===== src/hdl/script_pkg.sv =====
//####################################################################
// script interpreter shared definitions
//####################################################################
`default_nettype none

package script_pkg;

    // script word fields, msb to lsb: num | sel | func | op
    localparam int num_w     = 8;
    localparam int sel_w     = 3;
    localparam int func_w    = 2;
    localparam int word_w    = 16;
    localparam int mem_depth = 128;
    // byte address, bit 0 always zero
    localparam int pc_w      = $clog2(mem_depth) + 1;

    typedef enum logic [2:0] {
        op_nop    = 3'd0,
        op_action = 3'd1,
        op_jump   = 3'd2,
        op_wait   = 3'd3,
        op_game   = 3'd4
    } script_op_e;

    // low 3 bits of num, codes 5..7 are invalid
    typedef enum logic [2:0] {
        act_move     = 3'd0,
        act_throw    = 3'd1,
        act_interact = 3'd2,
        act_put      = 3'd3,
        act_get      = 3'd4
    } action_e;

    typedef enum logic [2:0] {
        st_idle,
        st_fetch,
        st_exec,
        st_wait,
        st_halt
    } seq_state_e;

    // encoding equals the func field of a game word
    typedef enum logic [1:0] {
        gs_idle   = 2'd0,
        gs_run    = 2'd1,
        gs_pause  = 2'd2,
        gs_finish = 2'd3
    } game_state_e;

    localparam logic [1:0] hdr_target  = 2'b01;
    localparam logic [1:0] hdr_operate = 2'b10;

    // feedback condition shared by jump and wait
    // sel[1:0] picks front, hand, processing, machine; sel[2] inverts
    function automatic logic fb_cond(
        input logic [sel_w-1:0] sel,
        input logic             front,
        input logic             hand,
        input logic             processing,
        input logic             machine
    );
        logic [3:0] fb;
        fb = {machine, processing, hand, front};
        return fb[sel[1:0]] ^ sel[2];
    endfunction

endpackage

`default_nettype wire

===== src/hdl/script_top.sv =====
//####################################################################
// script interpreter top
//####################################################################
`timescale 1ns/1ps
`default_nettype none

module script_top (
    input  wire logic                          next_step,
    input  wire logic                          rst,
    input  wire logic                          i_load_en,
    input  wire logic [script_pkg::pc_w-1:0]   i_load_addr,
    input  wire logic [script_pkg::word_w-1:0] i_load_data,
    input  wire logic                          i_start,
    input  wire logic                          i_sig_front,
    input  wire logic                          i_sig_hand,
    input  wire logic                          i_sig_processing,
    input  wire logic                          i_sig_machine,
    input  wire logic                          i_ms_tick,
    output      logic                          o_target_valid,
    output      logic [7:0]                    o_target,
    output      logic                          o_operate_valid,
    output      logic [7:0]                    o_operate,
    output      script_pkg::game_state_e       o_game_state,
    output      logic [script_pkg::pc_w-1:0]   o_pc,
    output      logic                          o_busy,
    output      logic                          o_halted
);
    import script_pkg::*;

    logic [pc_w-1:0]   mem_rd_addr;
    logic [word_w-1:0] rd_data;
    logic [num_w-1:0]  num;
    logic [sel_w-1:0]  sel;
    logic [func_w-1:0] func;
    logic              act_en;
    logic              jump_en;
    logic              wait_start;
    logic              jump_taken;
    logic [pc_w-1:0]   jump_target;
    logic              wait_done;

    script_mem u_mem (
        .next_step (next_step),
        .i_we      (i_load_en),
        .i_wr_addr (i_load_addr),
        .i_wr_data (i_load_data),
        .i_rd_addr (mem_rd_addr),
        .o_rd_data (rd_data)
    );

    script_sequencer u_seq (
        .next_step     (next_step),
        .rst           (rst),
        .i_start       (i_start),
        .i_rd_data     (rd_data),
        .i_jump_taken  (jump_taken),
        .i_jump_target (jump_target),
        .i_wait_done   (wait_done),
        .o_rd_addr     (mem_rd_addr),
        .o_num         (num),
        .o_sel         (sel),
        .o_func        (func),
        .o_act_en      (act_en),
        .o_jump_en     (jump_en),
        .o_wait_start  (wait_start),
        .o_game_state  (o_game_state),
        .o_pc          (o_pc),
        .o_busy        (o_busy),
        .o_halted      (o_halted)
    );

    action_formatter u_act (
        .next_step       (next_step),
        .rst             (rst),
        .i_en            (act_en),
        .i_num           (num),
        .i_func          (func),
        .o_target_valid  (o_target_valid),
        .o_target        (o_target),
        .o_operate_valid (o_operate_valid),
        .o_operate       (o_operate)
    );

    // feedback goes straight to both condition users
    jump_unit u_jump (
        .i_en             (jump_en),
        .i_num            (num),
        .i_sel            (sel),
        .i_func           (func),
        .i_sig_front      (i_sig_front),
        .i_sig_hand       (i_sig_hand),
        .i_sig_processing (i_sig_processing),
        .i_sig_machine    (i_sig_machine),
        .o_taken          (jump_taken),
        .o_target         (jump_target)
    );

    wait_unit u_wait (
        .next_step        (next_step),
        .rst              (rst),
        .i_start          (wait_start),
        .i_num            (num),
        .i_sel            (sel),
        .i_func           (func),
        .i_ms_tick        (i_ms_tick),
        .i_sig_front      (i_sig_front),
        .i_sig_hand       (i_sig_hand),
        .i_sig_processing (i_sig_processing),
        .i_sig_machine    (i_sig_machine),
        .o_done           (wait_done)
    );

endmodule

`default_nettype wire


===== src/hdl/wait_unit.sv =====
//####################################################################
// wait unit
//####################################################################
`timescale 1ns/1ps
`default_nettype none

module wait_unit (
    input  wire logic                          next_step,
    input  wire logic                          rst,
    input  wire logic                          i_start,
    input  wire logic [script_pkg::num_w-1:0]  i_num,
    input  wire logic [script_pkg::sel_w-1:0]  i_sel,
    input  wire logic [script_pkg::func_w-1:0] i_func,
    input  wire logic                          i_ms_tick,
    input  wire logic                          i_sig_front,
    input  wire logic                          i_sig_hand,
    input  wire logic                          i_sig_processing,
    input  wire logic                          i_sig_machine,
    output      logic                          o_done
);
    import script_pkg::*;

    logic              busy;
    logic [num_w-1:0]  remain;
    logic [sel_w-1:0]  sel_q;
    logic [func_w-1:0] func_q;
    logic              cond;

    // live feedback, the latched selector picks the bit
    assign cond = fb_cond(sel_q, i_sig_front, i_sig_hand, i_sig_processing, i_sig_machine);

    // done from cycle after start onward, drops busy on the same edge
    always_comb begin
        case (func_q)
            2'd0:    o_done = busy && (remain == '0);
            2'd1:    o_done = busy && cond;
            default: o_done = busy;
        endcase
    end

    always_ff @(posedge next_step or posedge rst) begin
        if (rst) begin
            busy   <= 1'b0;
            remain <= '0;
        end else if (i_start) begin
            busy   <= 1'b1;
            remain <= i_num;
        end else if (o_done) begin
            busy <= 1'b0;
        end else if (busy && i_ms_tick && (remain != '0)) begin
            // ticks only count once the wait is running
            remain <= remain - 1'b1;
        end
    end

    // wait mode held for the whole wait
    always_ff @(posedge next_step) begin
        if (i_start) begin
            sel_q  <= i_sel;
            func_q <= i_func;
        end
    end

endmodule

`default_nettype wire


===== src/hdl/jump_unit.sv =====
//####################################################################
// jump condition unit
//####################################################################
`timescale 1ns/1ps
`default_nettype none

module jump_unit (
    input  wire logic                          i_en,
    input  wire logic [script_pkg::num_w-1:0]  i_num,
    input  wire logic [script_pkg::sel_w-1:0]  i_sel,
    input  wire logic [script_pkg::func_w-1:0] i_func,
    input  wire logic                          i_sig_front,
    input  wire logic                          i_sig_hand,
    input  wire logic                          i_sig_processing,
    input  wire logic                          i_sig_machine,
    output      logic                          o_taken,
    output      logic [script_pkg::pc_w-1:0]   o_target
);
    import script_pkg::*;

    logic cond;
    logic take;

    assign cond = fb_cond(i_sel, i_sig_front, i_sig_hand, i_sig_processing, i_sig_machine);

    // func 0 always, 1 on condition, 2 on not condition, 3 never
    always_comb begin
        case (i_func)
            2'd0:    take = 1'b1;
            2'd1:    take = cond;
            2'd2:    take = !cond;
            default: take = 1'b0;
        endcase
    end

    assign o_taken  = i_en && take;
    // targets are word aligned
    assign o_target = {i_num[pc_w-1:1], 1'b0};

endmodule

`default_nettype wire


===== src/hdl/action_formatter.sv =====
//####################################################################
// action command formatter
//####################################################################
`timescale 1ns/1ps
`default_nettype none

module action_formatter (
    input  wire logic                          next_step,
    input  wire logic                          rst,
    input  wire logic                          i_en,
    input  wire logic [script_pkg::num_w-1:0]  i_num,
    input  wire logic [script_pkg::func_w-1:0] i_func,
    output      logic                          o_target_valid,
    output      logic [7:0]                    o_target,
    output      logic                          o_operate_valid,
    output      logic [7:0]                    o_operate
);
    import script_pkg::*;

    action_e    act;
    logic [4:0] act_hot;
    logic       act_ok;

    assign act = action_e'(i_num[2:0]);

    // one-hot operation bits, move on top down to get
    always_comb begin
        act_ok  = 1'b1;
        act_hot = 5'b00000;
        case (act)
            act_move:     act_hot = 5'b10000;
            act_throw:    act_hot = 5'b01000;
            act_interact: act_hot = 5'b00100;
            act_put:      act_hot = 5'b00010;
            act_get:      act_hot = 5'b00001;
            default:      act_ok  = 1'b0;
        endcase
    end

    // valid strobes
    always_ff @(posedge next_step or posedge rst) begin
        if (rst) begin
            o_target_valid  <= 1'b0;
            o_operate_valid <= 1'b0;
        end else begin
            o_target_valid  <= i_en && (i_func == 2'd0);
            o_operate_valid <= i_en && (i_func == 2'd1) && act_ok;
        end
    end

    // command bytes, only loaded when a pulse goes out
    always_ff @(posedge next_step) begin
        if (i_en && (i_func == 2'd0)) begin
            // machine id over the target header
            o_target <= {i_num[5:0], hdr_target};
        end
        if (i_en && (i_func == 2'd1) && act_ok) begin
            o_operate <= {1'b0, act_hot, hdr_operate};
        end
    end

endmodule

`default_nettype wire


===== src/hdl/script_sequencer.sv =====
//####################################################################
// script sequencer
//####################################################################
`timescale 1ns/1ps
`default_nettype none

module script_sequencer (
    input  wire logic                          next_step,
    input  wire logic                          rst,
    input  wire logic                          i_start,
    input  wire logic [script_pkg::word_w-1:0] i_rd_data,
    input  wire logic                          i_jump_taken,
    input  wire logic [script_pkg::pc_w-1:0]   i_jump_target,
    input  wire logic                          i_wait_done,
    output      logic [script_pkg::pc_w-1:0]   o_rd_addr,
    output      logic [script_pkg::num_w-1:0]  o_num,
    output      logic [script_pkg::sel_w-1:0]  o_sel,
    output      logic [script_pkg::func_w-1:0] o_func,
    output      logic                          o_act_en,
    output      logic                          o_jump_en,
    output      logic                          o_wait_start,
    output      script_pkg::game_state_e       o_game_state,
    output      logic [script_pkg::pc_w-1:0]   o_pc,
    output      logic                          o_busy,
    output      logic                          o_halted
);
    import script_pkg::*;

    seq_state_e  state;
    script_op_e  op;
    game_state_e game_state;
    logic [pc_w-1:0] pc;

    // sequential advance, carry out means pc ran past the last word
    logic [pc_w:0]   pc_inc;
    logic [pc_w-1:0] adv_pc;
    seq_state_e      adv_state;

    // field split of the word returned for the current pc
    assign o_num  = i_rd_data[15:8];
    assign o_sel  = i_rd_data[7:5];
    assign o_func = i_rd_data[4:3];
    assign op     = script_op_e'(i_rd_data[2:0]);

    assign pc_inc    = {1'b0, pc} + {{(pc_w-1){1'b0}}, 2'b10};
    assign adv_pc    = pc_inc[pc_w] ? pc : pc_inc[pc_w-1:0];
    assign adv_state = pc_inc[pc_w] ? st_halt : st_fetch;

    // one-hot unit enables, exec cycle only
    assign o_act_en     = (state == st_exec) && (op == op_action);
    assign o_jump_en    = (state == st_exec) && (op == op_jump);
    assign o_wait_start = (state == st_exec) && (op == op_wait);

    // memory is read at pc continuously, word valid in exec
    assign o_rd_addr    = pc;
    assign o_pc         = pc;
    assign o_game_state = game_state;
    assign o_busy       = (state != st_idle) && (state != st_halt);
    assign o_halted     = (state == st_halt);

    always_ff @(posedge next_step or posedge rst) begin
        if (rst) begin
            state      <= st_idle;
            pc         <= '0;
            game_state <= gs_idle;
        end else begin
            case (state)
                st_idle: begin
                    if (i_start) begin
                        state <= st_fetch;
                    end
                end
                st_fetch: begin
                    state <= st_exec;
                end
                st_exec: begin
                    case (op)
                        op_jump: begin
                            if (i_jump_taken) begin
                                pc    <= i_jump_target;
                                state <= st_fetch;
                            end else begin
                                pc    <= adv_pc;
                                state <= adv_state;
                            end
                        end
                        op_wait: begin
                            // pc holds until the wait unit reports done
                            state <= st_wait;
                        end
                        op_game: begin
                            game_state <= game_state_e'(o_func);
                            if (game_state_e'(o_func) == gs_finish) begin
                                state <= st_halt;
                            end else begin
                                pc    <= adv_pc;
                                state <= adv_state;
                            end
                        end
                        // action, nop and unused codes just step on
                        default: begin
                            pc    <= adv_pc;
                            state <= adv_state;
                        end
                    endcase
                end
                st_wait: begin
                    if (i_wait_done) begin
                        pc    <= adv_pc;
                        state <= adv_state;
                    end
                end
                st_halt: begin
                    // stays here until reset
                    state <= st_halt;
                end
                default: begin
                    state <= st_idle;
                end
            endcase
        end
    end

endmodule

`default_nettype wire


===== src/hdl/script_mem.sv =====
//####################################################################
// script memory
//####################################################################
`timescale 1ns/1ps
`default_nettype none

module script_mem (
    input  wire logic                          next_step,
    input  wire logic                          i_we,
    input  wire logic [script_pkg::pc_w-1:0]   i_wr_addr,
    input  wire logic [script_pkg::word_w-1:0] i_wr_data,
    input  wire logic [script_pkg::pc_w-1:0]   i_rd_addr,
    output      logic [script_pkg::word_w-1:0] o_rd_data
);
    import script_pkg::*;

    logic [word_w-1:0] mem [mem_depth];

    // word index is the byte address without bit 0
    logic [pc_w-2:0] wr_idx;
    logic [pc_w-2:0] rd_idx;

    assign wr_idx = i_wr_addr[pc_w-1:1];
    assign rd_idx = i_rd_addr[pc_w-1:1];

    // loading port
    always_ff @(posedge next_step) begin
        if (i_we) begin
            mem[wr_idx] <= i_wr_data;
        end
    end

    // registered read, same-cycle write gives the old word
    always_ff @(posedge next_step) begin
        o_rd_data <= mem[rd_idx];
    end

endmodule

`default_nettype wire


===== config.mk =====
export PLATFORM = sky130hd
export DESIGN_NAME = script_top
export DESIGN_NICKNAME = d
export VERILOG_FILES = /design/src/hdl/script_pkg.sv /design/src/hdl/script_top.sv /design/src/hdl/wait_unit.sv /design/src/hdl/jump_unit.sv /design/src/hdl/action_formatter.sv /design/src/hdl/script_sequencer.sv /design/src/hdl/script_mem.sv
export SDC_FILE = /design/constraint.sdc
export NUM_CORES = 2
export LEC_CHECK = 0
export BUFFER_PORTS_ARGS = -buffer_cell sky130_fd_sc_hd__buf_2
export CAP_MARGIN = 20
export CORE_ASPECT_RATIO = 0.6
export CORE_MARGIN = 2
export CORE_UTILIZATION = 65
export DETAILED_ROUTE_END_ITERATION = 16
export PLACE_DENSITY_LB_ADDON = 0.2
export SLEW_MARGIN = 20
export SYNTH_ARGS = -nofsm -noshare
export SYNTH_HDL_FRONTEND = slang
export SYNTH_SLANG_ARGS = --single-unit

===== constraint.sdc =====
create_clock -name next_step -period 5.9 [get_ports next_step]
set_input_delay 0.295 -clock next_step [delete_from_list [all_inputs] [get_ports next_step]]
set_output_delay 0.295 -clock next_step [all_outputs]
set_load 0.02 [all_outputs]

==> flow_summary.ini <==
[outcome]
status = finished clean

[hold_path]
whs_endpoint = u_mem.mem[38][11]
holdCritPathClass = input port to flip-flop
timing.hold.worst_path_depth = 1
hp-start = i_load_data[11]

[sta]
worstMarginPinSlew_ns = 1.20
clock-skew-final_ns = 0.0300
hold_viol_final = 0
grt_setup_unrepaired = false
finalCritPeriodShare_pct = 68.1
timing.final.ws_setup_ns = 1.88
final_max_slew_viol_count = 0
fmax_mhz = 249
setup_viol = 0
setup_tns_ns = 0
maxSlewHeadroom_pct = 19.7
period_minus_slack_ns = 4.02

[cts]
cts_tree = done
clk-insertion-delay-late_ns = 0.80
clockBufferDepth = 3
clk_pin_slew_ns = 0.07
cts_resized = 0
numCtsBuffers = 176
clkSinkCount = 2103
cts_root_buffer = clkbuf_16
htreeDepth = 4
cts_setup_buffers = 0

[synth]
ys.warnings.count = 0
avgSynthCellArea_um2 = 22.4
synth_area_um2 = 81200
netlist_instances = 3629
synth_seq_cells = 2103
synth_edf_count = 2064
ys.flop_type = edfxtp_1
yosysSeqAreaShare_pct = 77.4
ys_async_sr_fraction_pct = 1.09
synth_cell_types = 54

[power]
power_switching_mw = 5.66
p_comb_share_pct = 1.4
vdd_ir_drop_max_mv = 0.323
p_leak_nw = 27.8
p_int_mw = 23.1
power_density_nw_per_um2 = 319
swShare_pct = 19.7
power_mw = 28.8
p_seq_share_pct = 57.1
p_clk_share_pct = 41.5

[finish]
fillers = 6674
final_common_cell = edfxtp_1
drive_gt1_share_pct = 26.9
multi_input_area_um2 = 17300
area_growth_pct = 11.1
most-common-layout-cells = edfxtp_1 (2064), mux4_2 (540), buf_4 (186)
nets = 3901
area.sequential_um2 = 62900
final_core_util_pct = 72.8

[worst_setup_path]
cp_data_arrival_time_ns = 4.71
cp_max_fo = 58
required_ns = 6.59
r2r-start = u_seq.o_pc[2]
critPathKind = flip-flop to flip-flop
reg2reg_setup_slack_ns = 1.88
reg2reg_depth = 7
rr_endpoint = u_mem.o_rd_data[6]
critPathCaptureType = flip-flop
crit_path_start = u_seq.o_pc[2]
cp-start-kind = flip-flop

[global_route]
grt_pass1_vias = 39800
grt_max_degree = 113
grt_pass1_wl_um = 290000
grt_usage_pct = 32.4
antenna_found_initial = 11
grt_remaining_overflow = 0

[floorplan]
die_w_um = 460
core-area_um2 = 124000
die_height_um = 278
start_util_pct = 65.5
top_level_ports = 63
rows = 100
die_area_um2 = 128000

[routing]
viasPerCell = 7.09
wl_per_cell_um = 35.6
dr.pass1.iters = 9
drt-initial-drc-count = 7379
wirelength_um = 203000
vias = 40400
drc_errors = 0
ant_nets = 0

[flow_run]
max-cap-violations = 0

[placed_design]
post-place-ws_ns = 2.07
dp_hpwl_um = 114000
gp_congestion = 0.951
io_buffers = 55
==> through the flow <==
step | cells | hold WS (ns) | area, um^2
after floorplan | 3633 | 0.297 | 81200
after global placement | 5355 | 0.498 | 84200
after detailed placement | 5355 | 0.483 | 84200
after CTS | 5694 | 0.00496 | 90200
after global routing | 5697 | 0.0282 | 90200
final | 5697 | 0.0348 | 90200
==> Yosys cell counts, types with 3 or more instances <==
library cell,number,area (um^2)
a21oi_1,46,230
a221oi_1,3,26.3
a22o_1,3,26.3
a22oi_1,52,390
a311oi_1,18,158
a31oi_1,25,156
and2_1,3,18.8
and3_1,9,56.3
buf_1,19,71.3
buf_2,57,285
buf_4,28,210
buf_6,21,236
clkbuf_1,75,282
dfrtp_1,23,576
dfxtp_1,16,320
edfxtp_1,2064,62000
ha_1,3,37.5
inv_1,11,41.3
mux2_2,17,191
mux2i_1,159,1590
mux4_2,540,12200
nand2_1,69,259
nand2b_1,12,75.1
nand3_1,20,100
nand3b_1,3,22.5
nand4_1,5,31.3
nor2_1,168,631
nor2b_1,14,87.6
nor3_1,19,95.1
nor3b_1,4,30.0
nor4_1,3,18.8
o21a_1,20,150
o21ai_0,50,250
o221ai_1,8,70.1
o22ai_1,5,31.3
o32a_1,3,30.0
xnor2_1,3,26.3
xor2_1,6,52.6
==> sequential cells by signal, summed over array words and instances, names as in the netlist, 2 cells and up <==
signal and cells:
u_mem.o_rd_data 16, u_wait.func_q 2, u_mem.mem 2048, u_seq.o_pc 7, u_act.o_target 6, u_wait.remain 8
u_wait.sel_q 3, u_act.o_operate 5, u_seq.o_game_state 2, u_seq.state 3
==> worst max-delay path by stage <==
| stage | to | slack [ns] | cells past startpoint |
|---|---|---|---|
| after floorplan | u_mem.o_rd_data[10] | 3.33 | 7 |
| after global placement | u_mem.o_rd_data[15] | 2.05 | 6 |
| after global routing | u_mem.o_rd_data[13] | 1.82 | 5 |
| final | u_mem.o_rd_data[6] | 1.88 | 7 |
| after CTS | u_mem.o_rd_data[15] | 2.05 | 6 |
| after detailed placement | u_mem.o_rd_data[15] | 2.07 | 6 |
==> logic make-up (layout without fill, tap and decap cells) <==
group,after synthesis,after routing,share of synthesized area [%]
multiplexers,716,716,17.2
flip-flops,2103,2103,77.4
AO/OA/AOI/OAI,243,243,1.97
AND/OR/NAND/NOR,340,340,1.86
adder cells (fa/ha/maj),3,3,0.0462
other,2,7,0.00925
buffers and inverters,213,593,1.42
XOR/XNOR,9,9,0.0971
==> per-layer routing <==
metal | global-route usage, % | vias up | routed length [um]
li1 | - | 15800 | -
met5 | 0 | - | 51
met1 | 50.2 | 21200 | 77000
met3 | 9.45 | 362 | 28900
met2 | 46.2 | 3093 | 91400
met4 | 8.97 | 8 | 5450
==> critical path, cell delays in order, from the launching register on <==
cell	delay [ns]
dfrtp_4	1.09
buf_4	0.77
mux4_2	0.40
mux2i_1	0.73
nor2_1	0.15
a311oi_1	0.37
o221ai_1	0.18
o21a_1	0.16
==> cell type report <==
cell class	count	area share, %
Inverter	11	0.0458
Timing Repair Buffer	256	2.28
Tap cell	1683	2.33
Multi-Input combinational cell	1317	19.1
Antenna cell	1	0.00277
Clock inverter	100	1.26
Clock buffer	226	5.23
Sequential cell	2103	69.7
==> power by group through the flow <==
stage / sequential (mW) / combinational [mW] / clock (mW)
after floorplan: 16.8 / 0.0660 / 0
after global placement: 16.8 / 0.337 / 0
after detailed placement: 16.8 / 0.370 / 0
after CTS: 16.5 / 0.380 / 12.1
after global routing: 16.5 / 0.415 / 12.6
final: 16.5 / 0.394 / 12.0
==> timing repair <==
action | in CTS | in global routing
setup endpoints to repair | 0 | 0
endpoints found under the hold margin | 428 | 0
hold buffers | 13 | 0
No activity file was read; power rests on OpenSTA's default activity.
